### src/tpu_pkg.sv
package tpu_pkg;

    // ######################################
    // widths and array geometry
    // ######################################

    // operand, accumulator and result word
    localparam int DATA_WIDTH = 32;
    // opcode field of a command
    localparam int CMD_WIDTH = 8;
    // rows = columns = lanes per buffer
    localparam int ARRAY_DIM = 4;
    // lane select width inside a buffer address
    localparam int LANE_BITS = $clog2(ARRAY_DIM);
    // skew on both edges plus the accumulate stage
    localparam int DRAIN_CYCLES = 2 * ARRAY_DIM;

    // ######################################
    // command opcodes
    // ######################################

    localparam logic [CMD_WIDTH-1:0] CMD_TRIGGER_CONV    = 8'd1;
    localparam logic [CMD_WIDTH-1:0] CMD_SW_WRITE_DATA   = 8'd9;
    localparam logic [CMD_WIDTH-1:0] CMD_SW_WRITE_WEIGHT = 8'd10;
    // param_1 selects the register, only 0 (K) is kept
    localparam logic [CMD_WIDTH-1:0] CMD_SET_KMN         = 8'd13;
    localparam logic [CMD_WIDTH-1:0] CMD_SW_READ_DATA    = 8'd14;

    // ######################################
    // shared structs
    // ######################################

    // one command as offered on the port
    typedef struct packed {
        logic                  valid;
        logic [CMD_WIDTH-1:0]  opcode;
        logic [DATA_WIDTH-1:0] param_1;
        logic [DATA_WIDTH-1:0] param_2;
    } tpu_cmd_t;

    // buffer location, low 16 bits of param_2
    typedef struct packed {
        logic [LANE_BITS-1:0] lane;
        logic [13:0]          addr;
    } buf_sel_t;

    // one software write into an operand buffer
    typedef struct packed {
        logic                  en;
        buf_sel_t              sel;
        logic [DATA_WIDTH-1:0] data;
    } lane_wr_t;

    // one slice per cycle or one result row
    // element 0 sits in the most significant word
    typedef logic [0:ARRAY_DIM-1][DATA_WIDTH-1:0] row_vec_t;

endpackage

### src/result_buffer.sv
`timescale 1ns/1ps

module result_buffer (
    input  logic                                         clk_i,
    input  logic                                         rst_i,
    input  logic                                         store_i,
    input  tpu_pkg::row_vec_t [0:tpu_pkg::ARRAY_DIM-1]   rows_i,
    input  logic                                         read_req_i,
    input  logic [3:0]                                   read_idx_i,
    output logic [tpu_pkg::DATA_WIDTH-1:0]               word_o
);

    // result rows of the last run
    tpu_pkg::row_vec_t [0:tpu_pkg::ARRAY_DIM-1] rows_q;

    // ######################################
    // capture after drain
    // ######################################

    always_ff @(posedge clk_i) begin
        if (rst_i) begin
            rows_q <= '0;
        end else if (store_i) begin
            rows_q <= rows_i;
        end
    end

    // ######################################
    // software read
    // ######################################

    // idx/4 picks the row, idx%4 the column
    // column 0 is the most significant word
    always_ff @(posedge clk_i) begin
        if (read_req_i) begin
            word_o <= rows_q[read_idx_i[3:2]][read_idx_i[1:0]];
        end
    end

endmodule

### config.mk
export PLATFORM = sky130hd
export DESIGN_NAME = result_buffer
export DESIGN_NICKNAME = d
export VERILOG_FILES = /design/src/tpu_pkg.sv /design/src/result_buffer.sv
export SDC_FILE = /design/constraint.sdc
export NUM_CORES = 1
export LEC_CHECK = 0
export ABC_AREA = 1
export ABC_CLOCK_PERIOD_IN_PS = 2300
export BUFFER_PORTS_ARGS = -buffer_cell sky130_fd_sc_hd__buf_2
export CAP_MARGIN = 20
export CORE_ASPECT_RATIO = 1.75
export CORE_MARGIN = 3
export CORE_UTILIZATION = 35
export DETAILED_ROUTE_END_ITERATION = 8
export GPL_TIMING_DRIVEN = 0
export HOLD_SLACK_MARGIN = 0.15
export PLACE_DENSITY = 0.54
export SLEW_MARGIN = 20
export SYNTH_ARGS = -nofsm -noshare
export SYNTH_HDL_FRONTEND = slang
export SYNTH_SLANG_ARGS = --single-unit
### constraint.sdc
create_clock -name clk_i -period 2.3 [get_ports clk_i]
set_input_delay 0.115 -clock clk_i [delete_from_list [all_inputs] [get_ports clk_i]]
set_output_delay 0.115 -clock clk_i [all_outputs]
set_load 0.02 [all_outputs]
==> summary.txt <==
io pins: 552
num rows: 127
clock-pin slew on the worst setup and hold paths: 0.06 ns
top cell type's share of synthesized area: 0.4212
worst relative slew slack: 0.2151
Clk Latency, worst-skew pair: 0.62 ns
Fin. Hold Viols: 0
post-detail-place hpwl: 97620 um
Vias: 27.44k
Post-Syn Area: 0.02434 sq mm
layout cells sized above 1: 0.1644
hold path depth: 4
overall power: 23790 uW
drt drc: 0
Leak: 0.01550 uW
WP data arrival: 2.67 ns
Iter 0 DRT Violations: 1873
Root Driver: clkbuf_16
CTS Sinks: 544
worst setup margin: 0.0001699 ns
core area: 0.06865 sq mm
largest net degree at the start of global routing: 33
M1 GR Usage: 0.3771
unrepaired setup endpoints after global routing: no
Longest Clk Path Bufs: 3
Worst Reg2Reg Path Length in Cells: 6
Setup WS pre-CTS: -0.2834 ns
gr usage total: 0.3438
drt wl/cell: 23.95 um
crit path max fanout: 10
CTS tree: done
H-Tree Depth: 2
register area: 0.01121 sq mm
dominant cell type by area after synthesis: dfxtp_1
final worst path period share: 0.9999
min Tclk post-route: 2.300 ns
Max Slew Vio Count: 0
Die X: 205.3 um
GPL Wtd Cong: 0.9942
first-pass GRT wire length: 181400 um
required time worst endpoint: 2.67 ns
post-synthesis instance total: 3351
initial antenna violation count: 7
Routed WL: 129600 um
Congestion Overflow GR: 0
Distinct cells, synth: 16
Die Y: 354.8 um
Final Skew: 0.01820 ns
worst min path class: input pin to flop
remaining antenna violation count: 0
final-layout fill cell count: 6844
DRT Pass-1 Iters: 7
CP Class: input pin to flop
grt peak-use layer: met2
Final Instance Area: 0.03506 sq mm
Multi-input gate area: 0.01013 sq mm
vias in the first global route: 27.96k
Synth Warn #: 0
Synth Register Bits: 544
Setup crit end kind: flop
Tightest Pin Transition: 1.177 ns
# setup viols final: 0
startpoint types: input pin
sequential element share of the synthesized area: 0.4607
status: completed
top cells by area, synth: dfxtp_1 42%, a211oi_1 14%, nand2_1 10%
fmax: 434.8 MHz
Max IR drop VDD: 524.0 uV
setup TNS: 0 ns
Area growth, synth to finish: 44.06%
Power Density: 678.6 mW/mm^2
die area: 0.07286 sq mm
IO Port Bufs: 548
GR Layer Usage met2: 0.5975
mean area per synthesized cell: 7.262 sq um
CTS Buf Count: 52
dpl cell area: 0.02823 sq mm
total of max-cap violations: 0
Synth Net Count: 3871
Nets: 4988
Initial Utilization: 0.3545
Vias per Instance: 5.070
grt met3 use: 0.04631
## cells by family (layout without fill, tap and decap cells)
family                 count (synthesis)  in the layout  synth area share
other                                  0              2                 0
buffers and inverters                727           1882            0.1231
and+or+nand+nor                     1504           1504            0.2517
AOI/OAI and AO/OA                    576            576            0.1645
DFF                                  544            544            0.4607
## synthesized netlist by cell type
library cell  number
buf_1             38
inv_1            450
nor2_1           448
o21ai_1            1
a211oi_1         448
nand2_1          672
edfxtp_1          32
nand3_1          384
inv_2              3
o21ai_0           63
buf_6             20
a21oi_1           64
clkbuf_1         131
buf_2             81
buf_4              4
dfxtp_1          512
## placed cells by master (no fill, tap or decap), types with 38 or more instances in the layout
cell / synthesis / final
nand3_1: 384 / 384
buf_1: 38 / 38
dlygate4sd3_1: 0 / 514
buf_2: 81 / 629
a21oi_1: 64 / 64
o21ai_0: 63 / 63
dfxtp_1: 512 / 512
nor2_1: 448 / 448
nand2_1: 672 / 672
a211oi_1: 448 / 448
clkbuf_1: 131 / 139
clkbuf_16: 0 / 54
inv_1: 450 / 450
## path summary, 6_finish.rpt
kind	from	end	slack, ns
setup reg to reg	rows_q[176]	word_o[16]	0.47
hold reg to reg	rows_q[181]	rows_q[181]	0.46
setup / recovery	read_idx_i[0]	word_o[23]	0.0002
hold / removal	store_i	rows_q[19]	0.17
## metrics by stage
step / hold slack, ns / utilization / cells
after floorplan: 0.2275 / - / 3351
after global placement: 0.3729 / 0.4109 / 4802
after detailed placement: 0.3772 / 0.4112 / 4803
after CTS: 0.1574 / 0.5106 / 5409
after global routing: 0.2066 / 0.5107 / 5411
final: 0.1739 / 0.5107 / 5411
## critical path, cell delays in order
cell and delay, ns:
dlygate4sd3_1 0.52, buf_2 0.13, clkbuf_1 0.67, buf_1 0.66, nand3_1 0.26, nand3_1 0.23
nand2_1 0.07
## per-layer routing
metal / wire length, um / share of wire / up-vias
li1: - / - / 13124
met1: 47040 / 0.36 / 12719
met2: 63090 / 0.49 / 1240
met3: 7684 / 0.059 / 349
met4: 11730 / 0.091 / 4
met5: 31 / 0.00024 / -
## power by group
| group | leakage [uW] | internal [uW] | switching (uW) |
|---|---|---|---|
| Clock | 0.000840 | 4850 | 3980 |
| Sequential | 0.00458 | 10200 | 208 |
| Combinational | 0.0101 | 1780 | 2780 |
| Total | 0.0155 | 16800 | 6970 |
## layout make-up
type / instances / area share
repair buffers: 1063 / 0.2254
inverters: 453 / 0.04850
clock buffers: 78 / 0.04511
diodes: 2 / 0.0001428
clock inverters: 14 / 0.002855
well taps: 903 / 0.03223
flip-flops and latches: 544 / 0.3198
plain buffers: 274 / 0.03701
multi-input cells: 2080 / 0.2889
## registers in the layout (all words and copies together), names as in the netlist
name	flops
rows_q	512
word_o	32
## what timing repair did
item                                   CTS  global route
hold buffers                           514             0
endpoints found under the hold margin  514             0
setup buffers                            0             0
gates resized for setup                  0             0
Note: power is estimated with default switching activity, not from simulation.
