[src/tpu_pkg.sv]
package tpu_pkg;

    // ######################################
    // widths and array geometry
    // ######################################

    // operand, accumulator and result word
    localparam int DATA_WIDTH = 32;
    // opcode field of a command
    localparam int CMD_WIDTH = 8;
    // rows = columns = lanes per buffer
    localparam int ARRAY_DIM = 4;
    // lane select width inside a buffer address
    localparam int LANE_BITS = $clog2(ARRAY_DIM);
    // skew on both edges plus the accumulate stage
    localparam int DRAIN_CYCLES = 2 * ARRAY_DIM;

    // ######################################
    // command opcodes
    // ######################################

    localparam logic [CMD_WIDTH-1:0] CMD_TRIGGER_CONV    = 8'd1;
    localparam logic [CMD_WIDTH-1:0] CMD_SW_WRITE_DATA   = 8'd9;
    localparam logic [CMD_WIDTH-1:0] CMD_SW_WRITE_WEIGHT = 8'd10;
    // param_1 selects the register, only 0 (K) is kept
    localparam logic [CMD_WIDTH-1:0] CMD_SET_KMN         = 8'd13;
    localparam logic [CMD_WIDTH-1:0] CMD_SW_READ_DATA    = 8'd14;

    // ######################################
    // shared structs
    // ######################################

    // one command as offered on the port
    typedef struct packed {
        logic                  valid;
        logic [CMD_WIDTH-1:0]  opcode;
        logic [DATA_WIDTH-1:0] param_1;
        logic [DATA_WIDTH-1:0] param_2;
    } tpu_cmd_t;

    // buffer location, low 16 bits of param_2
    typedef struct packed {
        logic [LANE_BITS-1:0] lane;
        logic [13:0]          addr;
    } buf_sel_t;

    // one software write into an operand buffer
    typedef struct packed {
        logic                  en;
        buf_sel_t              sel;
        logic [DATA_WIDTH-1:0] data;
    } lane_wr_t;

    // one slice per cycle or one result row
    // element 0 sits in the most significant word
    typedef logic [0:ARRAY_DIM-1][DATA_WIDTH-1:0] row_vec_t;

endpackage

[src/tpu_seq.sv]
`timescale 1ns/1ps

module tpu_seq #(
    parameter int ADDR_BITS = 14
) (
    input  logic                 clk_i,
    input  logic                 rst_i,
    input  logic                 start_i,
    input  logic                 read_req_i,
    input  logic [ADDR_BITS:0]   k_len_i,
    output logic                 rd_en_o,
    output logic [ADDR_BITS-1:0] rd_addr_o,
    output logic                 acc_clear_o,
    output logic                 store_o,
    output logic                 ret_valid_o,
    output logic                 busy_o
);

    // drain counter wide enough for DRAIN_CYCLES
    localparam int DRAIN_W = $clog2(tpu_pkg::DRAIN_CYCLES + 1);

    typedef enum logic [2:0] {
        S_IDLE,
        S_FEED,
        S_DRAIN,
        S_STORE,
        S_RD1,
        S_RD2,
        S_RD3,
        S_RET
    } state_t;

    state_t               state_q;
    state_t               state_d;
    // also the buffer read address
    logic [ADDR_BITS:0]   feed_cnt_q;
    logic [DRAIN_W-1:0]   drain_cnt_q;
    logic                 feed_last;
    logic                 drain_last;

    // last slice goes out this cycle
    assign feed_last  = (feed_cnt_q + 1'b1) >= k_len_i;
    // last in-flight product has landed in the far corner
    assign drain_last = drain_cnt_q == DRAIN_W'(tpu_pkg::DRAIN_CYCLES - 1);

    // ######################################
    // next state
    // ######################################

    always_comb begin
        state_d = state_q;
        case (state_q)
            S_IDLE: begin
                if (start_i) begin
                    state_d = S_FEED;
                end else if (read_req_i) begin
                    state_d = S_RD1;
                end
            end
            S_FEED: begin
                if (feed_last) begin
                    state_d = S_DRAIN;
                end
            end
            S_DRAIN: begin
                if (drain_last) begin
                    state_d = S_STORE;
                end
            end
            S_STORE: state_d = S_IDLE;
            // word is registered in the result buffer meanwhile
            S_RD1:   state_d = S_RD2;
            S_RD2:   state_d = S_RD3;
            S_RD3:   state_d = S_RET;
            S_RET:   state_d = S_IDLE;
            default: state_d = S_IDLE;
        endcase
    end

    // ######################################
    // state and counters
    // ######################################

    always_ff @(posedge clk_i) begin
        if (rst_i) begin
            state_q     <= S_IDLE;
            feed_cnt_q  <= '0;
            drain_cnt_q <= '0;
        end else begin
            state_q <= state_d;
            // both counters sit at zero outside their state
            feed_cnt_q  <= (state_q == S_FEED) ? feed_cnt_q + 1'b1 : '0;
            drain_cnt_q <= (state_q == S_DRAIN) ? drain_cnt_q + 1'b1 : '0;
        end
    end

    // shared address for data and weight buffers
    assign rd_en_o   = state_q == S_FEED;
    assign rd_addr_o = feed_cnt_q[ADDR_BITS-1:0];

    // accumulators cleared on the edge that enters feed
    assign acc_clear_o = (state_q == S_IDLE) && start_i;
    assign store_o     = state_q == S_STORE;
    assign ret_valid_o = state_q == S_RET;
    assign busy_o      = state_q != S_IDLE;

endmodule

[config.mk]
export PLATFORM = sky130hd
export DESIGN_NAME = tpu_seq
export DESIGN_NICKNAME = d
export VERILOG_FILES = /design/src/tpu_pkg.sv /design/src/tpu_seq.sv
export SDC_FILE = /design/constraint.sdc
export NUM_CORES = 1
export LEC_CHECK = 0
export ABC_AREA = 1
export BUFFER_PORTS_ARGS = -buffer_cell sky130_fd_sc_hd__buf_2
export CAP_MARGIN = 20
export CORE_ASPECT_RATIO = 1.25
export CORE_MARGIN = 2
export CORE_UTILIZATION = 40
export DETAILED_ROUTE_END_ITERATION = 10
export PLACE_DENSITY_LB_ADDON = 0.08
export REMOVE_ABC_BUFFERS = 1
export SLEW_MARGIN = 20
export SYNTH_ARGS = -nofsm -noshare
export SYNTH_HDL_FRONTEND = slang
export SYNTH_SLANG_ARGS = --single-unit
[constraint.sdc]
create_clock -name clk_i -period 5.98 [get_ports clk_i]
set_input_delay 1.196 -clock clk_i [delete_from_list [all_inputs] [get_ports clk_i]]
set_output_delay 1.196 -clock clk_i [all_outputs]
set_load 0.03 [all_outputs]
==> results of run 1 <==
kinds of logic (layout without fill, tap and decap cells):
group                    after synthesis  in the layout  synth area share, %
flip-flops                            22             22                27.24
adder cells (fa/ha/maj)               17             17                13.16
buffers and inverters                 69             95                19.58
AO/OA/AOI/OAI                         14             14                5.186
AND/OR/NAND/NOR                      111            111                32.12
XOR/XNOR                               5              5                2.709
power by group:
group	switching [uW]	leakage (uW)	internal, uW
registers	13.3	0.000178	159
clock network	50.2	0.0000288	58.7
logic	100	0.000870	45.9
total	164	0.00108	264
registers in the layout (all words and copies together) (netlist names):
name / cells
feed_cnt_q: 15
state_q: 3
drain_cnt_q: 4
worst reg2reg max path, cell delays in order (launching register included):
cell and delay, ns:
dfxtp_1 0.45, ha_1 0.23, nand2_2 0.08, nor2_4 0.11, nand3_2 0.10, nor2_4 0.14, nand3_2 0.10, clkinv_2 0.08
nand4_1 0.07, nand2_1 0.12, inv_1 0.05, ha_1 0.28, nand2_1 0.12, inv_1 0.06, nand2_1 0.06, nand2_1 0.04
a21oi_1 0.11, nand4_1 0.15, o21ai_0 0.11, nand2_1 0.06, inv_1 0.05
per-layer routing:
layer / track usage, % / vias up / part of all wire, % / routed length [um]
met5: 0 / - / 0 / 0
met4: 4.348 / 0 / 0.92 / 28
met3: 2.062 / 2 / 4.4 / 134
met2: 25.21 / 28 / 48 / 1466
met1: 18.44 / 589 / 46 / 1401
li1: - / 766 / - / -
metrics by stage:
stage          utilization (%)  cells
3_5_place_dp             46.10    314
5_1_grt                  47.54    318
3_3_place_gp             46.10    314
2_1_floorplan                -    223
6_report                 47.54    318
4_1_cts                  47.54    318
cell type report:
cell class                      count  area (um2)  area share, %
Clock buffer                        4       55.05          3.034
Inverter                           54       206.4          11.38
Multi-Input combinational cell    147       859.6          47.38
Tap cell                           54       67.56          3.724
Timing Repair Buffer               37       185.2          10.21
Sequential cell                    22       440.4          24.28
placed cells by master, fill, tap and decap left out, types with 4 or more instances in the layout:
master,n
inv_1,51
nand2_1,47
buf_2,37
nor2_1,31
dfxtp_1,22
ha_1,17
nand4_1,7
a21oi_1,7
nand3_1,6
xor2_1,5
clkbuf_8,4
worst paths after layout:
kind / endpoint / slack [ns] / cells after the start
min: drain_cnt_q[0]$_SDFF_PP0_ / 0.45 / 1
max: acc_clear_o / 3.18 / 4
min reg2reg: drain_cnt_q[0]$_SDFF_PP0_ / 0.45 / 1
max reg2reg: state_q[0]$_SDFFE_PP0P_ / 3.34 / 20
==> impl_metrics.json, run 1 <==
{
  "status": "finished, final reports clean",
  "grt_antenna_before_repair": 0,
  "synthTopCellsByArea": "dfxtp_1 27%, ha_1 13%, inv_1 12%",
  "worst_hold_startpoint": "drain_cnt_q[0]$_SDFF_PP0_",
  "dp_hpwl_um": 2519,
  "cts_repair_resize_count": 0,
  "power.leakage_uw": 0.001076,
  "cts-hold-fix-buffers": 0,
  "worstSetupPathType": "in -> out",
  "rows": 25,
  "drv_cap": 0,
  "fill_cells": 447,
  "yosysWarningCount": 0,
  "cts_setup_buffers": 0,
  "path_clk_slew_ns": 0.08,
  "setup_viol": 0,
  "ir_drop_uv": 194.4,
  "crit_path_end_kind": "output port",
  "h-tree-depth": 1,
  "postPlaceCellArea_um2": 1759,
  "path_delay_family": "buffers and inverters",
  "total_power_uw": 427.5,
  "drive_gt1_share_pct": 22.35,
  "clkLatencyLatePin_ns": 0.26,
  "cp.arrival_ns": 1.60,
  "final_nets": 301,
  "start_kind": "input pin",
  "timing.final.crit_period_ns": 2.798,
  "die_w_um": 60.86,
  "synth-async-reset-ratio_pct": 0,
  "ios": 38,
  "first_iter_violations": 81,
  "grt_pass1_vias": 1247,
  "synth_common_cells": "51 x inv_1, 47 x nand2_1, 31 x nor2_1",
  "synth_ff_type": "dfxtp_1",
  "synth_top_area_share_pct": 27.24,
  "grt_usage_pct": 14.53,
  "crit_top_cell": "buf_2",
  "via_per_inst": 4.355,
  "drt-total-wl_um": 3030,
  "min_path_type": "reg -> reg",
  "cts.sinks": 22,
  "power.density_nw_per_um2": 235.6,
  "timing.setup.tns_ns": 0,
  "fp.dieH_um": 75.08,
  "fmax_ghz": 0.3574,
  "n_antenna_cell": 0,
  "synth.most_common_cell": "inv_1",
  "cts_tree": "built",
  "ant_nets": 0,
  "r2r-start": "feed_cnt_q[0]$_SDFF_PP0_",
  "dp_slack_ns": 3.173,
  "vias": 1385,
  "detail_route.wl_per_cell_um": 9.528,
  "whs_ns": 0.4511,
  "crit_start": "start_i",
  "slew_headroom_pct": 59.09,
  "syn_inst": 238,
  "tightestPinTransition_ns": 0.6122,
  "rsz0062_at_grt": "false",
  "grt_max_degree": 16,
  "yosysSeqAreaShare_pct": 27.24,
  "grt.overflow.total": 0,
  "grt_pass1_wl_um": 5071,
  "synth.distinct_cells": 29,
  "crit_buf_inv": 3,
  "synth_area_um2": 1617,
  "cp_max_fo": 3,
  "syn_to_final_growth_pct": 12.23,
  "coreArea_um2": 3816,
  "drc": 0,
  "finalWeightedCongestion": 0.8043,
  "min_period_over_period_pct": 46.79,
  "maxSlewViolCount": 0,
  "firstDrtPassIters": 4,
  "synth-edff-count": 0,
  "fin_skew_ns": 0.001324,
  "synth-seq-cells": 22,
  "required_ns": 4.78,
  "syn_area_per_cell_um2": 6.792,
  "setup_slack_ns": 3.182,
  "io_buffer_count": 37,
  "crit_chain": "buf_2 -> inv_1 -> nor2_1 -> buf_2",
  "yosys.area.top_type": "dfxtp_1",
  "numCtsBuffers": 3,
  "cp_slowest_stage_delay_ns": 0.19,
  "fp.dieArea_um2": 4569,
  "initial_core_util_pct": 42.36,
  "finalHoldViolCount": 0,
  "stdcell_area_um2": 1814,
  "cts_root_buffer": "clkbuf_8",
  "clockBufferDepth": 2,
  "slowest_stage": "buf_2"
}
Power figures use the tool's default switching activity.
==> inputs of run 2 (changes only) <==
- clock period: 5.98 -> 2.4 ns (I/O delays scaled with it)
==> impl_metrics.json, run 2 (synthesis results as in run 1) <==
{
  "status": "finished, final reports clean",
  "numCtsBuffers": 3,
  "vias": 1427,
  "whs_ns": 0.3786,
  "grt_usage_pct": 14.78,
  "final_common_cell": "inv_1",
  "grt_pass1_wl_um": 5092,
  "slew_headroom_pct": 59.08,
  "fp.dieH_um": 75.08,
  "timing.final.crit_period_ns": 2.303,
  "grt_max_degree": 16,
  "worstSetupPathType": "reg -> reg",
  "min_path_type": "in -> reg",
  "cp_max_fo": 4,
  "top_register": "feed_cnt_q",
  "detail_route.wl_per_cell_um": 10.09,
  "cp.arrival_ns": 2.47,
  "initial_core_util_pct": 42.36,
  "fill_cells": 408,
  "cts_root_buffer": "clkbuf_8",
  "syn_to_final_growth_pct": 21.59,
  "clockBufferDepth": 2,
  "start_kind": "register",
  "drv_cap": 0,
  "coreArea_um2": 3816,
  "grt_antenna_before_repair": 0,
  "setup_viol": 0,
  "required_ns": 2.57,
  "power.leakage_uw": 0.001123,
  "path_clk_slew_ns": 0.08,
  "finalHoldViolCount": 0,
  "firstDrtPassIters": 4,
  "postPlaceCellArea_um2": 1789,
  "power.density_nw_per_um2": 535.5,
  "largest_reg_flops": 15,
  "fin_skew_ns": 0.002416,
  "io_buffer_count": 37,
  "final_cell_mix": "48 x inv_1, 44 x nand2_1, 37 x buf_2",
  "ir_drop_uv": 373.7,
  "ios": 38,
  "rows": 25,
  "die_w_um": 60.86,
  "ant_nets": 0,
  "cts.sinks": 22,
  "finalWeightedCongestion": 0.7998,
  "drive_gt1_share_pct": 30.63,
  "regArea_um2": 442.9,
  "first_iter_violations": 58,
  "fmax_ghz": 0.4343,
  "reg.largest.list": "feed_cnt_q: 15 flops, drain_cnt_q: 4 flops, state_q: 3 flops",
  "dp_hpwl_um": 2601,
  "maxSlewViolCount": 0,
  "multi_input_area_um2": 960.9,
  "drt-total-wl_um": 3279,
  "rr_worst_depth": 20,
  "cts_tree": "built",
  "crit_path_end_kind": "register",
  "fp.dieArea_um2": 4569,
  "final_nets": 309,
  "tightestPinTransition_ns": 0.6124,
  "grt.overflow.total": 0,
  "min_period_over_period_pct": 95.94,
  "h-tree-depth": 1,
  "n_antenna_cell": 0,
  "via_per_inst": 4.391,
  "clkLatencyLatePin_ns": 0.26,
  "stdcell_area_um2": 1966,
  "min_delay_path_depth": 2,
  "grt_pass1_vias": 1263,
  "drc": 0,
  "rsz0062_at_grt": "true"
}
-- run 2: cell types whose count changed in the layout (fill, tap and decap cells not counted), sizes merged --
cell	previous run	this run
buf	37	45
clkbuf	4	3
clkinv	1	0
inv	53	54
-- run 2: per-stage QoR --
stage               TNS (ns)  cells  utilization (%)  setup WS (ns)  total power, uW
floorplan            -0.5884    223                -        -0.2007            699.4
global placement           0    318            46.89        0.05239            815.2
detailed placement  -0.02827    318            46.89       -0.02317            812.5
CTS                        0    323            48.49       0.004961             1053
global route         -0.2954    325            51.51        -0.1247             1117
finish                     0    325            51.51        0.09750             1053
-- run 2: repair_timing --
action | 4_1_cts | 5_1_grt
buffers inserted | 2 | 2
setup endpoints to repair | 3 | 3
endpoints found under the hold margin | 0 | 0
resized for setup | 3 | 19
cloned | 0 | 0
hold buffers | 0 | 0
pin swaps | 3 | 13
-- run 2: worst paths after layout --
| kind | startpoint | to | slack (ns) |
|---|---|---|---|
| setup / recovery | feed_cnt_q[1]$_SDFF_PP0_ | state_q[0]$_SDFFE_PP0P_ | 0.1 |
| hold / removal | rst_i | state_q[2]$_SDFFE_PP0P_ | 0.38 |
| setup reg to reg | feed_cnt_q[1]$_SDFF_PP0_ | state_q[0]$_SDFFE_PP0P_ | 0.1 |
| hold reg to reg | drain_cnt_q[0]$_SDFF_PP0_ | drain_cnt_q[0]$_SDFF_PP0_ | 0.45 |
-- run 2: power breakdown --
part	switching [uW]	internal, uW	leakage [uW]
sequential	29.8	398	0.000179
combinational	260	129	0.000923
clock	123	112	0.0000216
-- run 2: critical path, stage by stage (launching register included) --
cell and delay, ns:
dfxtp_2 0.36, ha_4 0.15, nand2_4 0.06, nor2_4 0.12
nand3_2 0.10, nor2_4 0.13, nand3_2 0.11, inv_4 0.08
nand4_1 0.07, nand2_1 0.11, inv_2 0.05, ha_4 0.28
nand2_4 0.05, inv_2 0.05, nand2_1 0.04, nor2_1 0.08
nand2_1 0.06, nand4_1 0.13, o21ai_1 0.08, nand2_1 0.06
inv_1 0.03
-- run 2: routing by layer --
metal  global-route usage (%)  vias to the layer above  routed length (um)
met5                        0                        -                   0
met1                    17.83                      614                1472
li1                         -                      777                   -
met3                    2.405                        5                 143
met4                    5.797                        0                  53
met2                    25.81                       31                1611
-- run 2: layout make-up --
| class | count | area share (%) |
|---|---|---|
| multi-input combinational | 147 | 48.89 |
| sequential | 22 | 22.53 |
| timing repair buffer | 45 | 12.48 |
| inverter | 54 | 10.57 |
| tap | 54 | 3.437 |
| clock buffer | 3 | 2.101 |
