<file path="src/tpu_pkg.sv">
package tpu_pkg;

    // ######################################
    // widths and array geometry
    // ######################################

    // operand, accumulator and result word
    localparam int DATA_WIDTH = 32;
    // opcode field of a command
    localparam int CMD_WIDTH = 8;
    // rows = columns = lanes per buffer
    localparam int ARRAY_DIM = 4;
    // lane select width inside a buffer address
    localparam int LANE_BITS = $clog2(ARRAY_DIM);
    // skew on both edges plus the accumulate stage
    localparam int DRAIN_CYCLES = 2 * ARRAY_DIM;

    // ######################################
    // command opcodes
    // ######################################

    localparam logic [CMD_WIDTH-1:0] CMD_TRIGGER_CONV    = 8'd1;
    localparam logic [CMD_WIDTH-1:0] CMD_SW_WRITE_DATA   = 8'd9;
    localparam logic [CMD_WIDTH-1:0] CMD_SW_WRITE_WEIGHT = 8'd10;
    // param_1 selects the register, only 0 (K) is kept
    localparam logic [CMD_WIDTH-1:0] CMD_SET_KMN         = 8'd13;
    localparam logic [CMD_WIDTH-1:0] CMD_SW_READ_DATA    = 8'd14;

    // ######################################
    // shared structs
    // ######################################

    // one command as offered on the port
    typedef struct packed {
        logic                  valid;
        logic [CMD_WIDTH-1:0]  opcode;
        logic [DATA_WIDTH-1:0] param_1;
        logic [DATA_WIDTH-1:0] param_2;
    } tpu_cmd_t;

    // buffer location, low 16 bits of param_2
    typedef struct packed {
        logic [LANE_BITS-1:0] lane;
        logic [13:0]          addr;
    } buf_sel_t;

    // one software write into an operand buffer
    typedef struct packed {
        logic                  en;
        buf_sel_t              sel;
        logic [DATA_WIDTH-1:0] data;
    } lane_wr_t;

    // one slice per cycle or one result row
    // element 0 sits in the most significant word
    typedef logic [0:ARRAY_DIM-1][DATA_WIDTH-1:0] row_vec_t;

endpackage

</file>
<file path="src/tpu_cmd_regs.sv">
`timescale 1ns/1ps

module tpu_cmd_regs #(
    parameter int ADDR_BITS = 14
) (
    input  logic                 clk_i,
    input  logic                 rst_i,
    input  tpu_pkg::tpu_cmd_t    cmd_i,
    input  logic                 busy_i,
    output tpu_pkg::lane_wr_t    wr_data_o,
    output tpu_pkg::lane_wr_t    wr_weight_o,
    output logic [ADDR_BITS:0]   k_len_o,
    output logic                 start_o,
    output logic                 read_req_o,
    output logic [3:0]           read_idx_o
);

    // registered command, valid only if taken while idle
    tpu_pkg::tpu_cmd_t cmd_q;
    // write word shared by both buffers
    tpu_pkg::lane_wr_t wr_word;
    logic              set_k;

    // ######################################
    // command capture
    // ######################################

    always_ff @(posedge clk_i) begin
        if (rst_i) begin
            cmd_q.valid <= 1'b0;
        end else begin
            // offers during a run are dropped
            cmd_q.valid <= cmd_i.valid && !busy_i;
        end
        cmd_q.opcode  <= cmd_i.opcode;
        cmd_q.param_1 <= cmd_i.param_1;
        cmd_q.param_2 <= cmd_i.param_2;
    end

    // data in param_1, lane/address in param_2
    assign wr_word.en   = 1'b0;
    assign wr_word.sel  = tpu_pkg::buf_sel_t'(cmd_q.param_2[15:0]);
    assign wr_word.data = cmd_q.param_1;

    // ######################################
    // opcode decode
    // ######################################

    always_comb begin
        wr_data_o   = wr_word;
        wr_weight_o = wr_word;
        start_o     = 1'b0;
        read_req_o  = 1'b0;
        set_k       = 1'b0;
        if (cmd_q.valid) begin
            // unknown opcodes fall through
            case (cmd_q.opcode)
                tpu_pkg::CMD_SW_WRITE_DATA:   wr_data_o.en = 1'b1;
                tpu_pkg::CMD_SW_WRITE_WEIGHT: wr_weight_o.en = 1'b1;
                tpu_pkg::CMD_TRIGGER_CONV:    start_o = 1'b1;
                tpu_pkg::CMD_SW_READ_DATA:    read_req_o = 1'b1;
                tpu_pkg::CMD_SET_KMN:         set_k = 1'b1;
                default: ;
            endcase
        end
    end

    // word index 0..15 for the result read
    assign read_idx_o = cmd_q.param_1[3:0];

    // K register, selector 0 only
    always_ff @(posedge clk_i) begin
        if (rst_i) begin
            k_len_o <= (ADDR_BITS + 1)'(1);
        end else if (set_k && cmd_q.param_1 == '0) begin
            k_len_o <= cmd_q.param_2[ADDR_BITS:0];
        end
    end

endmodule

</file>
<file path="config.mk">
export PLATFORM = sky130hd
export DESIGN_NAME = tpu_cmd_regs
export DESIGN_NICKNAME = d
export VERILOG_FILES = /design/src/tpu_pkg.sv /design/src/tpu_cmd_regs.sv
export SDC_FILE = /design/constraint.sdc
export NUM_CORES = 1
export LEC_CHECK = 0
export ABC_CLOCK_PERIOD_IN_PS = 4600
export BUFFER_PORTS_ARGS = -buffer_cell sky130_fd_sc_hd__buf_2
export CORE_MARGIN = 2
export CORE_UTILIZATION = 44
export DETAILED_ROUTE_END_ITERATION = 8
export PLACE_DENSITY = 0.93
export REMOVE_ABC_BUFFERS = 1
export SYNTH_ARGS = -nofsm -noshare
export SYNTH_HDL_FRONTEND = slang
export SYNTH_SLANG_ARGS = --single-unit
</file>
<file path="constraint.sdc">
create_clock -name clk_i -period 4.6 [get_ports clk_i]
set_clock_uncertainty 0.2 [all_clocks]
set_input_delay 0.92 -clock clk_i [delete_from_list [all_inputs] [get_ports clk_i]]
set_output_delay 0.92 -clock clk_i [all_outputs]
set_load 0.02 [all_outputs]
</file>
==> summary.md, run 1 <==
| Metric | Value |
|---|---|
| Outcome | complete, no violations |
| CP bufs+invs | 1 |
| Maximum vdd ir drop | around 0.23 mV |
| CP Data Arrival Time | between 1.5 and 2 ns |
| CP endpoint kind | output port |
| CTS HTree Levels | 3 |
| Clock tree from TritonCTS | done |
| Detailed-placement wirelength estimate | around 4400 um |
| Longest individual stage delay on the worst path | around 0.33 ns |
| Register share of total power | between 40% and 50% |
| Hold/Removal Path Class | flop to flop |
| P&R area growth vs syn | 16.0% |
| Routed vias | roughly 1,800 |
| Count of hold-fix buffers inserted at cts | 0 |
| Total number of nets in the final design | 408 |
| Dominant cell type by area after synthesis | dfxtp_1 |
| Final antenna-violating net count | 0 |
| Setup tns final | 0 ns |
| Total count of max-transition violations in the final report | 0 |
| Residual overflow from global routing | 0 |
| Startpoint of the worst hold path | k_len_o[4] |
| I/O pin cnt | ~200 |
| Cts bufs inserted | 9 |
| Worst slew margin relative to its limit | between 70% and 80% |
| Total setup buffers inserted after CTS | 0 |
| Die Width | approximately 83 um |
| Minimum period implied by the final worst setup slack | between 2 and 3 ns |
| Area share of the largest cell type after synthesis | roughly 52% |
| Worst reg2reg path endpoint | k_len_o[5] |
| Cell Pwr Density | 426 mW/mm^2 |
| Design Power | approximately 1.4 mW |
| Fraction of the cycle the final worst path needs | 58.2% |
| Unrepaired setup endpoints after global routing | no |
| Int Power | approximately 1.0 mW |
| Share of layout cells above drive strength 1 | around three fifths |
| First DRT Iteration DRCs | 56 |
| First drt pass iteration count | 4 |
| Yosys warnings | 0 |
| Yosys reg bits | between 70 and 80 |
| Area of the core | 0.00599 mm^2 |
| Total Wirelength | 5450 um |
| Slack of the critical path | roughly 1.9 ns |
| Initial antenna violation count | 1 |
| Final count of negative-setup-slack endpoints | 0 |
| Wire length per cell | about 13 um |
| Clock network fraction of total power | around two fifths |
| Number of core rows | 28 |
| Synthesized instance count | ~250 |
| GP Congestion | between 0.8 and 0.9 |
| Total Die Area | between 0.006 and 0.007 mm^2 |
| Critical path peak fanout | 3 |
| Number of buffers on the longest clock path | 2 |
| Clk slew on worst S/H paths | 0.07 ns |
| R2r worst-path depth | 5 |
| Series of cell instances along the critical path | nor4_4 > nand2_1 > nor4_1 > buf_2 |
| First-pass GRT wire length | just over 8000 um |
| Synth unique cells | 20 |
| Cell family with the largest share of critical-path delay | simple AND/OR/NAND/NOR gates |
| Clk root buf | clkbuf_8 |
| All-layer global routing usage | 15.4% |
| Initial Utilization | a little under half |
| Required @ worst endpoint | about 3.5 ns |
| Die Y-Extent | 83.1 um |
| Number of global-route vias before repair | roughly 1,600 |
| Launch instance of the worst register-to-register path | wr_data_o[4] |
| Combinational share of power | roughly a tenth |
| Number of max-cap violations | 0 |
| Netlist area before placement | around 0.0028 mm^2 |
| Slowest-stage cell, CP | dfxtp_1 |
| Critical Path Start Type | flop |
| Cell depth of the worst hold path | 2 |
| FILL cells | between 500 and 600 |
| Leakage dissipation | around 1.6 nW |
| Via/cell ratio | 4.31 |
| Count of cells resized by post-cts repair | 0 |
| Pin count of the biggest net entering global routing | 32 |
| Area contributors post-synth | dfxtp_1 52%, buf_4 27%, nand2b_1 6.4%, mux2i_1 5.5%, nor4_2 1.8% |
| Register-to-Register Setup Slack | 2.54 ns |
| Sink count of the clock tree | 72 |
| Transition time of the tightest slew-check pin | ~0.43 ns |
| Clock Latency Late Sink | around 0.32 ns |
| Worst slack, placed | about 2.3 ns |
| FMAX | roughly 0.37 GHz |
| Critical path start-end classification | flop to output port |
| Fraction of power spent switching nets | between 20% and 30% |
| Port Buf Inserts | ~180 |
| Part of the Yosys area used for sequential elements | 52.4% |
| Switching component of the power | roughly 330 uW |
| Capture endpoint of the worst hold path | k_len_o[4] |
| DRC violations left | 0 |
| Diode count | 0 |
| Avg Inst Size Synth | between 10 and 15 um^2 |
| Number of endpoints with negative hold slack in the final report | 0 |
==> sequential cells by signal, summed over array words and instances, names as in the netlist <==
register    flops
cmd_q           9
k_len_o        15
read_idx_o      4
wr_data_o      44
==> worst max path at each step <==
stage / start / end / slack, ns / depth (start not counted)
after floorplan: cmd_q[69] / start_o / 2.05 / 3
after global placement: cmd_q[69] / start_o / 2.28 / 4
after detailed placement: cmd_q[69] / start_o / 2.26 / 4
after CTS: cmd_q[69] / start_o / 1.89 / 4
after global routing: cmd_q[69] / wr_data_o[48] / 1.77 / 4
final: cmd_q[69] / start_o / 1.92 / 4
==> final cells by class <==
class                      instances  area, um^2  area share [%]
sequential                        72        1440            45.2
timing repair buffer             179         898            28.1
multi-input combinational         68         529            16.6
clock buffer                      11         141            4.43
tap                               75        93.8            2.94
clock inverter                     5        80.1            2.51
inverter                           2        7.51           0.235
==> power groups by stage <==
stage	clock network [mW]	registers (mW)	logic, mW
finish	0.545	0.671	0.142
global route	0.591	0.675	0.150
CTS	0.560	0.672	0.143
detailed placement	0	0.686	0.143
global placement	0	0.685	0.141
floorplan	0	0.743	0.0107
==> metal layers <==
layer	vias up	routed length [um]	GRT usage, %
li1	861	-	-
met1	812	2080	16.9
met2	96	2880	26.4
met3	6	435	6.46
met4	2	46	5.66
met5	-	13	0
==> cell usage after synthesis <==
master	n
and3_1	1
buf_4	100
buf_6	1
clkbuf_1	3
dfxtp_1	72
inv_1	2
mux2i_1	15
nand2_1	3
nand2b_1	28
nand3_1	1
nand4_1	1
nand4_2	1
nor2_1	2
nor3_1	2
nor3b_1	1
nor4_1	5
nor4_2	4
nor4_4	2
or3_1	1
or4_1	1
==> kinds of logic after synthesis <==
| kind of cell | after synthesis | synth area share [%] |
|---|---|---|
| buf+inv | 106 | 28.4 |
| simple gates | 53 | 13.8 |
| mux | 15 | 5.46 |
| flops | 72 | 52.4 |
==> placed cells by master (no fill, tap or decap), drive strengths merged <==
master / netlist / layout
inv: 2 / 2
nor3b: 1 / 1
or3: 1 / 1
nand2b: 28 / 28
clkinv: 0 / 1
or4: 1 / 1
bufinv: 0 / 2
nand4: 2 / 2
clkinvlp: 0 / 2
and3: 1 / 1
nor2: 2 / 2
dfxtp: 72 / 72
buf: 101 / 179
nand3: 1 / 1
nor3: 2 / 2
nor4: 11 / 11
nand2: 3 / 3
mux2i: 15 / 15
clkbuf: 3 / 11
==> worst reg2reg max path: cells and delay by family, from the launching register on <==
kind / cells / cell delay (ns)
buf+inv: 1 / 0.31
flops: 1 / 0.35
mux: 1 / 0.24
simple gates: 3 / 0.89
==> metrics by stage <==
step | hold WS, ns | util [%] | cells | instance area [um^2]
after floorplan | 0.345 | - | 142 | 1980
after global placement | 0.255 | 49.6 | 396 | 2970
after detailed placement | 0.265 | 49.6 | 396 | 2970
after CTS | 0.279 | 53.3 | 412 | 3190
after global routing | 0.290 | 53.3 | 412 | 3190
final | 0.273 | 53.3 | 412 | 3190
Note: power is estimated with default switching activity, not from simulation.
==> inputs of run 2 (changes only) <==
Settings changed: ABC_AREA set to 1, ABC_CLOCK_PERIOD_IN_PS 4600 to 2230, CORE_UTILIZATION 44 to 37, PLACE_DENSITY 0.93 to 0.83.
Clock period 4.6 ns to 2.23 ns, I/O delays scaled along.
==> run 2 against run 1 <==
Compared with the run above:
- via count up 32%
- global-route usage grew 1.1 points
- combinational power grew to 2.7 times the previous value
- sequential share of layout area shrank 8.5 points
- design area up 23%
- synthesized cell count grew 31%
- clock-buffer cell count unchanged
- critical endpoint is now wr_data_o[48]
- highest routed layer is now met4
==> summary.md, run 2 <==
| Metric | Value |
|---|---|
| Design Power | around 3.0 mW |
| CP Data Arrival Time | ~1.4 ns |
| Number of core rows | 32 |
| Area share of the largest cell type after synthesis | between 40% and 50% |
| CP bufs+invs | 1 |
| Number of flip-flops under the largest register name | 44 |
| Critical path peak fanout | 3 |
| Total Wirelength | 7250 um |
| Most common library cell in the layout ignoring fill and taps | buf_2 |
| Critical Path Start Type | flop |
| Worst setup path startpoint | cmd_q[72] |
| First DRT Iteration DRCs | 59 |
| Fraction of the cycle the final worst path needs | approximately nine tenths |
| Die Width | between 90 and 100 um |
| Number of max-cap violations | 0 |
| CP Depth | 4 |
| Total Die Area | 0.00855 mm^2 |
| Total cell area at the placement stage | approximately 0.0031 mm^2 |
| DRC violations left | 0 |
| Number of global-route vias before repair | 2,245 |
| Share of async-settable or async-resettable flops after synthesis | 0% |
| Die Y-Extent | slightly above 90 um |
| Detailed-placement wirelength estimate | 4890 um |
| Netlist area before placement | between 0.002 and 0.003 mm^2 |
| Launch instance of the worst register-to-register path | read_idx_o[3] |
| Total count of max-transition violations in the final report | 0 |
| Transition time of the tightest slew-check pin | slightly above 0.4 ns |
| Clock tree from TritonCTS | done |
| Number of endpoints with negative hold slack in the final report | 0 |
| Startpoint of the worst hold path | cmd_i[67] |
| FMAX | about 0.49 GHz |
| Clock Latency Late Sink | 0.34 ns |
| Routed vias | around 2,300 |
| Yosys reg bits | 72 |
| Synth unique cells | 20 |
| Area of the core | roughly 0.0076 mm^2 |
| Number of buffers on the longest clock path | 2 |
| I/O pin cnt | 195 |
| Cell depth of the worst hold path | 1 |
| Commonest cells after routing, fill and taps aside | 178 x buf_2, 72 x dfxtp_1, 54 x dlygate4sd3_1, 45 x nor2_1, 33 x nand2_1 |
| CTS HTree Levels | 3 |
| Synthesized instance count | about 320 |
| Residual overflow from global routing | 0 |
| Sink count of the clock tree | slightly above 70 |
| GP Congestion | around 0.72 |
| Initial Utilization | between 30 and 40% |
| Required @ worst endpoint | roughly 1.6 ns |
| FILL cells | 682 |
| Port Buf Inserts | between 150 and 200 |
| Cell Pwr Density | 773 mW/mm^2 |
| Dominant cell type by area after synthesis | dfxtp_1 |
| Clk root buf | clkbuf_8 |
| Final antenna-violating net count | 0 |
| Setup tns final | 0 ns |
| Longest individual stage delay on the worst path | 0.34 ns |
| Leakage dissipation | between 1.5 and 2 nW |
| Part of the Yosys area used for sequential elements | around 50% |
| Diode count | 0 |
| Minimum period implied by the final worst setup slack | 2.04 ns |
| Post-synth EDFFs | 0 |
| Cell family with the largest share of critical-path delay | simple AND/OR/NAND/NOR gates |
| Outcome | complete, no violations |
| Worst slew margin relative to its limit | 72.5% |
| Critical path start-end classification | flop to output port |
| R2r worst-path depth | 8 |
| Total setup buffers inserted after CTS | 0 |
| Non-Filler Cell Area, Final | slightly below 0.004 mm^2 |
| CP endpoint kind | output port |
| First-pass GRT wire length | roughly 11,000 um |
| Cts bufs inserted | 9 |
| Initial antenna violation count | 0 |
| Clk slew on worst S/H paths | approximately 0.07 ns |
| Slack of the critical path | between 0.15 and 0.2 ns |
| Series of cell instances along the critical path | nand3_2 > or2_1 > nor3_1 > buf_2 |
| Slowest-stage cell, CP | dfxtp_1 |
| Unrepaired setup endpoints after global routing | no |
| Avg Inst Size Synth | between 8 and 9 um^2 |
| Most numerous cell in the Yosys netlist | buf_4 |
| Most instantiated cells after synthesis | 101 x buf_4, 72 x dfxtp_1, 45 x nor2_1 |
| Total number of nets in the final design | about 540 |
| P&R area growth vs syn | 35.8% |
| Area contributors post-synth | dfxtp_1 50%, buf_4 26%, nor2_1 5.8%, nand2_1 4.3%, nand3_1 2.8% |
| Via/cell ratio | slightly above 4 |
| Pin count of the biggest net entering global routing | 17 |
| Worst slack, placed | ~0.43 ns |
| First drt pass iteration count | 5 |
| Hold/Removal Path Class | input port to flop |
| Wire length per cell | 12.7 um |
| Yosys warnings | 0 |
| Maximum vdd ir drop | approximately 0.39 mV |
| Final count of negative-setup-slack endpoints | 0 |
| Most used flip-flop cell after synthesis | dfxtp_1 |
| Share of layout cells above drive strength 1 | a little under half |
| All-layer global routing usage | between 10% and 20% |
-- run 2: logic make-up after synthesis --
family                 synth area share, %
AOI/OAI and AO/OA                     2.42
buffers and inverters                 29.7
DFF                                   49.8
and+or+nand+nor                       18.0
-- run 2: report_power, final --
part	internal, mW	leakage (nW)	switching (mW)
combinational	0.173	1.24	0.208
sequential	1.34	0.602	0.0452
clock	0.802	0.126	0.467
-- run 2: per-stage QoR --
stage	util (%)	hold slack [ns]	std cells
after global routing	51.4	0.000582	569
final	51.4	0.0255	569
after detailed placement	40.9	0.252	499
after floorplan	-	0.274	217
after global placement	40.9	0.240	499
after CTS	50.5	0.000255	563
-- run 2: per-layer routing --
metal,share of wire [%],up-vias,track usage [%]
li1,-,1175,-
met1,37,1067,16.4
met2,56,92,31.4
met3,5.8,12,4.64
met4,1.7,0,7.09
met5,0,-,0
-- run 2: layout make-up --
cell class | count | area [um^2] | share of cell area (%)
clock buffer | 11 | 151 | 3.85
clock inverter | 5 | 103 | 2.61
inverter | 17 | 63.8 | 1.62
multi-input combinational | 128 | 597 | 15.2
sequential | 72 | 1440 | 36.7
tap | 102 | 128 | 3.25
timing repair buffer | 234 | 1450 | 36.8
-- run 2: final timing paths --
| kind | end | slack, ns |
|---|---|---|
| worst max-delay path | wr_data_o[48] | 0.19 |
| worst min-delay path | cmd_q[67] | 0.03 |
| worst max register to register | k_len_o[0] | 0.53 |
| worst min register to register | k_len_o[0] | 0.27 |
-- run 2: what timing repair did --
item                                    4_1_cts  5_1_grt
endpoints found under the setup margin        0        2
hold buffers                                 48        6
resized for setup                             0        1
endpoints found under the hold margin        48        6
==> inputs of run 3 (changes only) <==
Settings changed: ABC_AREA 1 to not set, PLACE_DENSITY 0.83 to 0.84, SETUP_SLACK_MARGIN set to 0.3.
==> run 3 against run 2 <==
Compared with the run above:
- hold slack got worse by 0.0020 ns
- clock power shrank 29%
- combinational power fell by 3%
- critical path depth stayed put
- first-iteration DRC count shrank 27%
- total power down 12%
- routed wire length is 9.1% lower
- largest power group unchanged
==> summary.md, run 3 (synthesized netlist as in run 1, its figures left out) <==
| Metric | Value |
|---|---|
| Outcome | complete, no violations |
| Initial antenna violation count | 0 |
| Post-Route Utilization | 52.9% |
| Number of buffers on the longest clock path | 2 |
| Cell Pwr Density | about 700 mW/mm^2 |
| Maximum vdd ir drop | approximately 0.36 mV |
| All-layer global routing usage | 13.6% |
| Fin cells | 490 |
| CP endpoint kind | output port |
| R2r worst-path depth | 9 |
| Die Y-Extent | approximately 90 um |
| Fraction of the cycle the final worst path needs | around 100% |
| FMAX | around 0.45 GHz |
| Routed vias | roughly 2,000 |
| First-pass GRT wire length | ~8700 um |
| Cell depth of the worst hold path | 1 |
| Number of global-route vias before repair | ~1,800 |
| Worst slew margin relative to its limit | around 67% |
| Startpoint of the worst hold path | cmd_i[38] |
| Cts bufs inserted | 9 |
| Number of endpoints with negative hold slack in the final report | 0 |
| Transition time of the tightest slew-check pin | between 0.4 and 0.5 ns |
| Design Power | approximately 2.7 mW |
| Leakage dissipation | ~1.8 nW |
| Count of placed standard cells including taps | 420 |
| CTS HTree Levels | 3 |
| Commonest cells after routing, fill and taps aside | 177 x buf_2, 66 x dfxtp_1, 49 x dlygate4sd3_1, 28 x nand2b_1, 15 x mux2i_1 |
| Pin count of the biggest net entering global routing | 32 |
| Total number of nets in the final design | 462 |
| FILL cells | 641 |
| GP Congestion | about 0.76 |
| First drt pass iteration count | 4 |
| Die Width | around 90 um |
| Clk slew on worst S/H paths | roughly 0.07 ns |
| Diode count | 0 |
| Detailed-placement wirelength estimate | between 4000 and 5000 um |
| DRC violations left | 0 |
| CP Data Arrival Time | approximately 1.6 ns |
| Share of layout cells above drive strength 1 | 56.5% |
| Clock Latency Late Sink | approximately 0.33 ns |
| Required @ worst endpoint | around 1.6 ns |
| Total Die Area | between 0.008 and 0.009 mm^2 |
| Critical path peak fanout | 3 |
| Area of the core | slightly above 0.007 mm^2 |
| Port Buf Inserts | around 180 |
| Clk root buf | clkbuf_8 |
| Hold/Removal Path Class | input port to flop |
| P&R area growth vs syn | 38.6% |
| Total Wirelength | 6600 um |
| Most common library cell in the layout ignoring fill and taps | buf_2 |
| Worst setup path startpoint | cmd_q[69] |
| Multi-input logic area | 584 um^2 |
| Residual overflow from global routing | 0 |
| Worst-case hold slack | about 0.023 ns |
| Sink count of the clock tree | between 70 and 80 |
| Minimum period implied by the final worst setup slack | roughly 2.2 ns |
| Clock tree from TritonCTS | done |
| I/O pin cnt | 195 |
| Final count of negative-setup-slack endpoints | 0 |
| Total count of max-transition violations in the final report | 0 |
| Number of max-cap violations | 0 |
| Via/cell ratio | about 4 |
| Critical Path Start Type | flop |
| Launch instance of the worst register-to-register path | cmd_q[69] |
| Unrepaired setup endpoints after global routing | yes |
| Final antenna-violating net count | 0 |
| Number of core rows | 31 |
| Initial Utilization | between 30% and 40% |
| Area taken by flip-flops and latches | 0.00145 mm^2 |
| Number of flip-flops under the largest register name | 44 |
| Wire length per cell | ~13 um |
| Critical path start-end classification | flop to output port |
| First DRT Iteration DRCs | 43 |
run 3: final timing paths:
path / slack [ns] / to
worst min register to register: 0.27 / k_len_o[6]
worst max register to register: 0.26 / k_len_o[13]
worst min-delay path: 0.02 / wr_data_o[6]
worst max-delay path: 0.01 / wr_data_o[48]
run 3: per-layer routing:
metal	vias up	part of all wire [%]	GRT usage, %
li1	970	-	-
met1	924	35	14.1
met2	99	56	24.2
met3	15	6.7	5.28
met4	0	2.5	6.41
met5	-	0	0
run 3: critical path, cell delays in order (launching register included):
cell,delay (ns)
dfxtp_2,0.33
nor4_4,0.30
nand2_2,0.13
nor4_2,0.28
buf_2,0.22
run 3: stage by stage:
stage	setup TNS, ns	area [um^2]	setup WS, ns
floorplan	-2.48	1980	-0.166
global placement	0	3010	0.314
detailed placement	0	3010	0.288
CTS	0	3470	0.0598
global route	-0.0927	3810	-0.0927
finish	0	3810	0.0119
run 3: layout make-up:
type                    instances  share of cell area [%]
flip-flops and latches         72                    38.0
repair buffers                233                    38.5
clock buffers                  11                    3.97
well taps                      99                    3.25
clock inverters                 5                   0.820
multi-input cells              68                    15.3
inverters                       2                   0.197
run 3: timing repair:
| item | 4_1_cts | 5_1_grt |
|---|---|---|
| hold buffers | 24 | 25 |
| pin swaps | 4 | 3 |
| setup buffers | 2 | 2 |
| setup endpoints to repair | 11 | 19 |
| endpoints found under the hold margin | 24 | 25 |
| resized for setup | 8 | 12 |
| cloned | 0 | 1 |
run 3: report_power, final:
group | internal (mW) | switching [mW] | total, mW
clock network | 0.460 | 0.445 | 0.905
registers | 1.34 | 0.0459 | 1.39
logic | 0.172 | 0.200 | 0.372
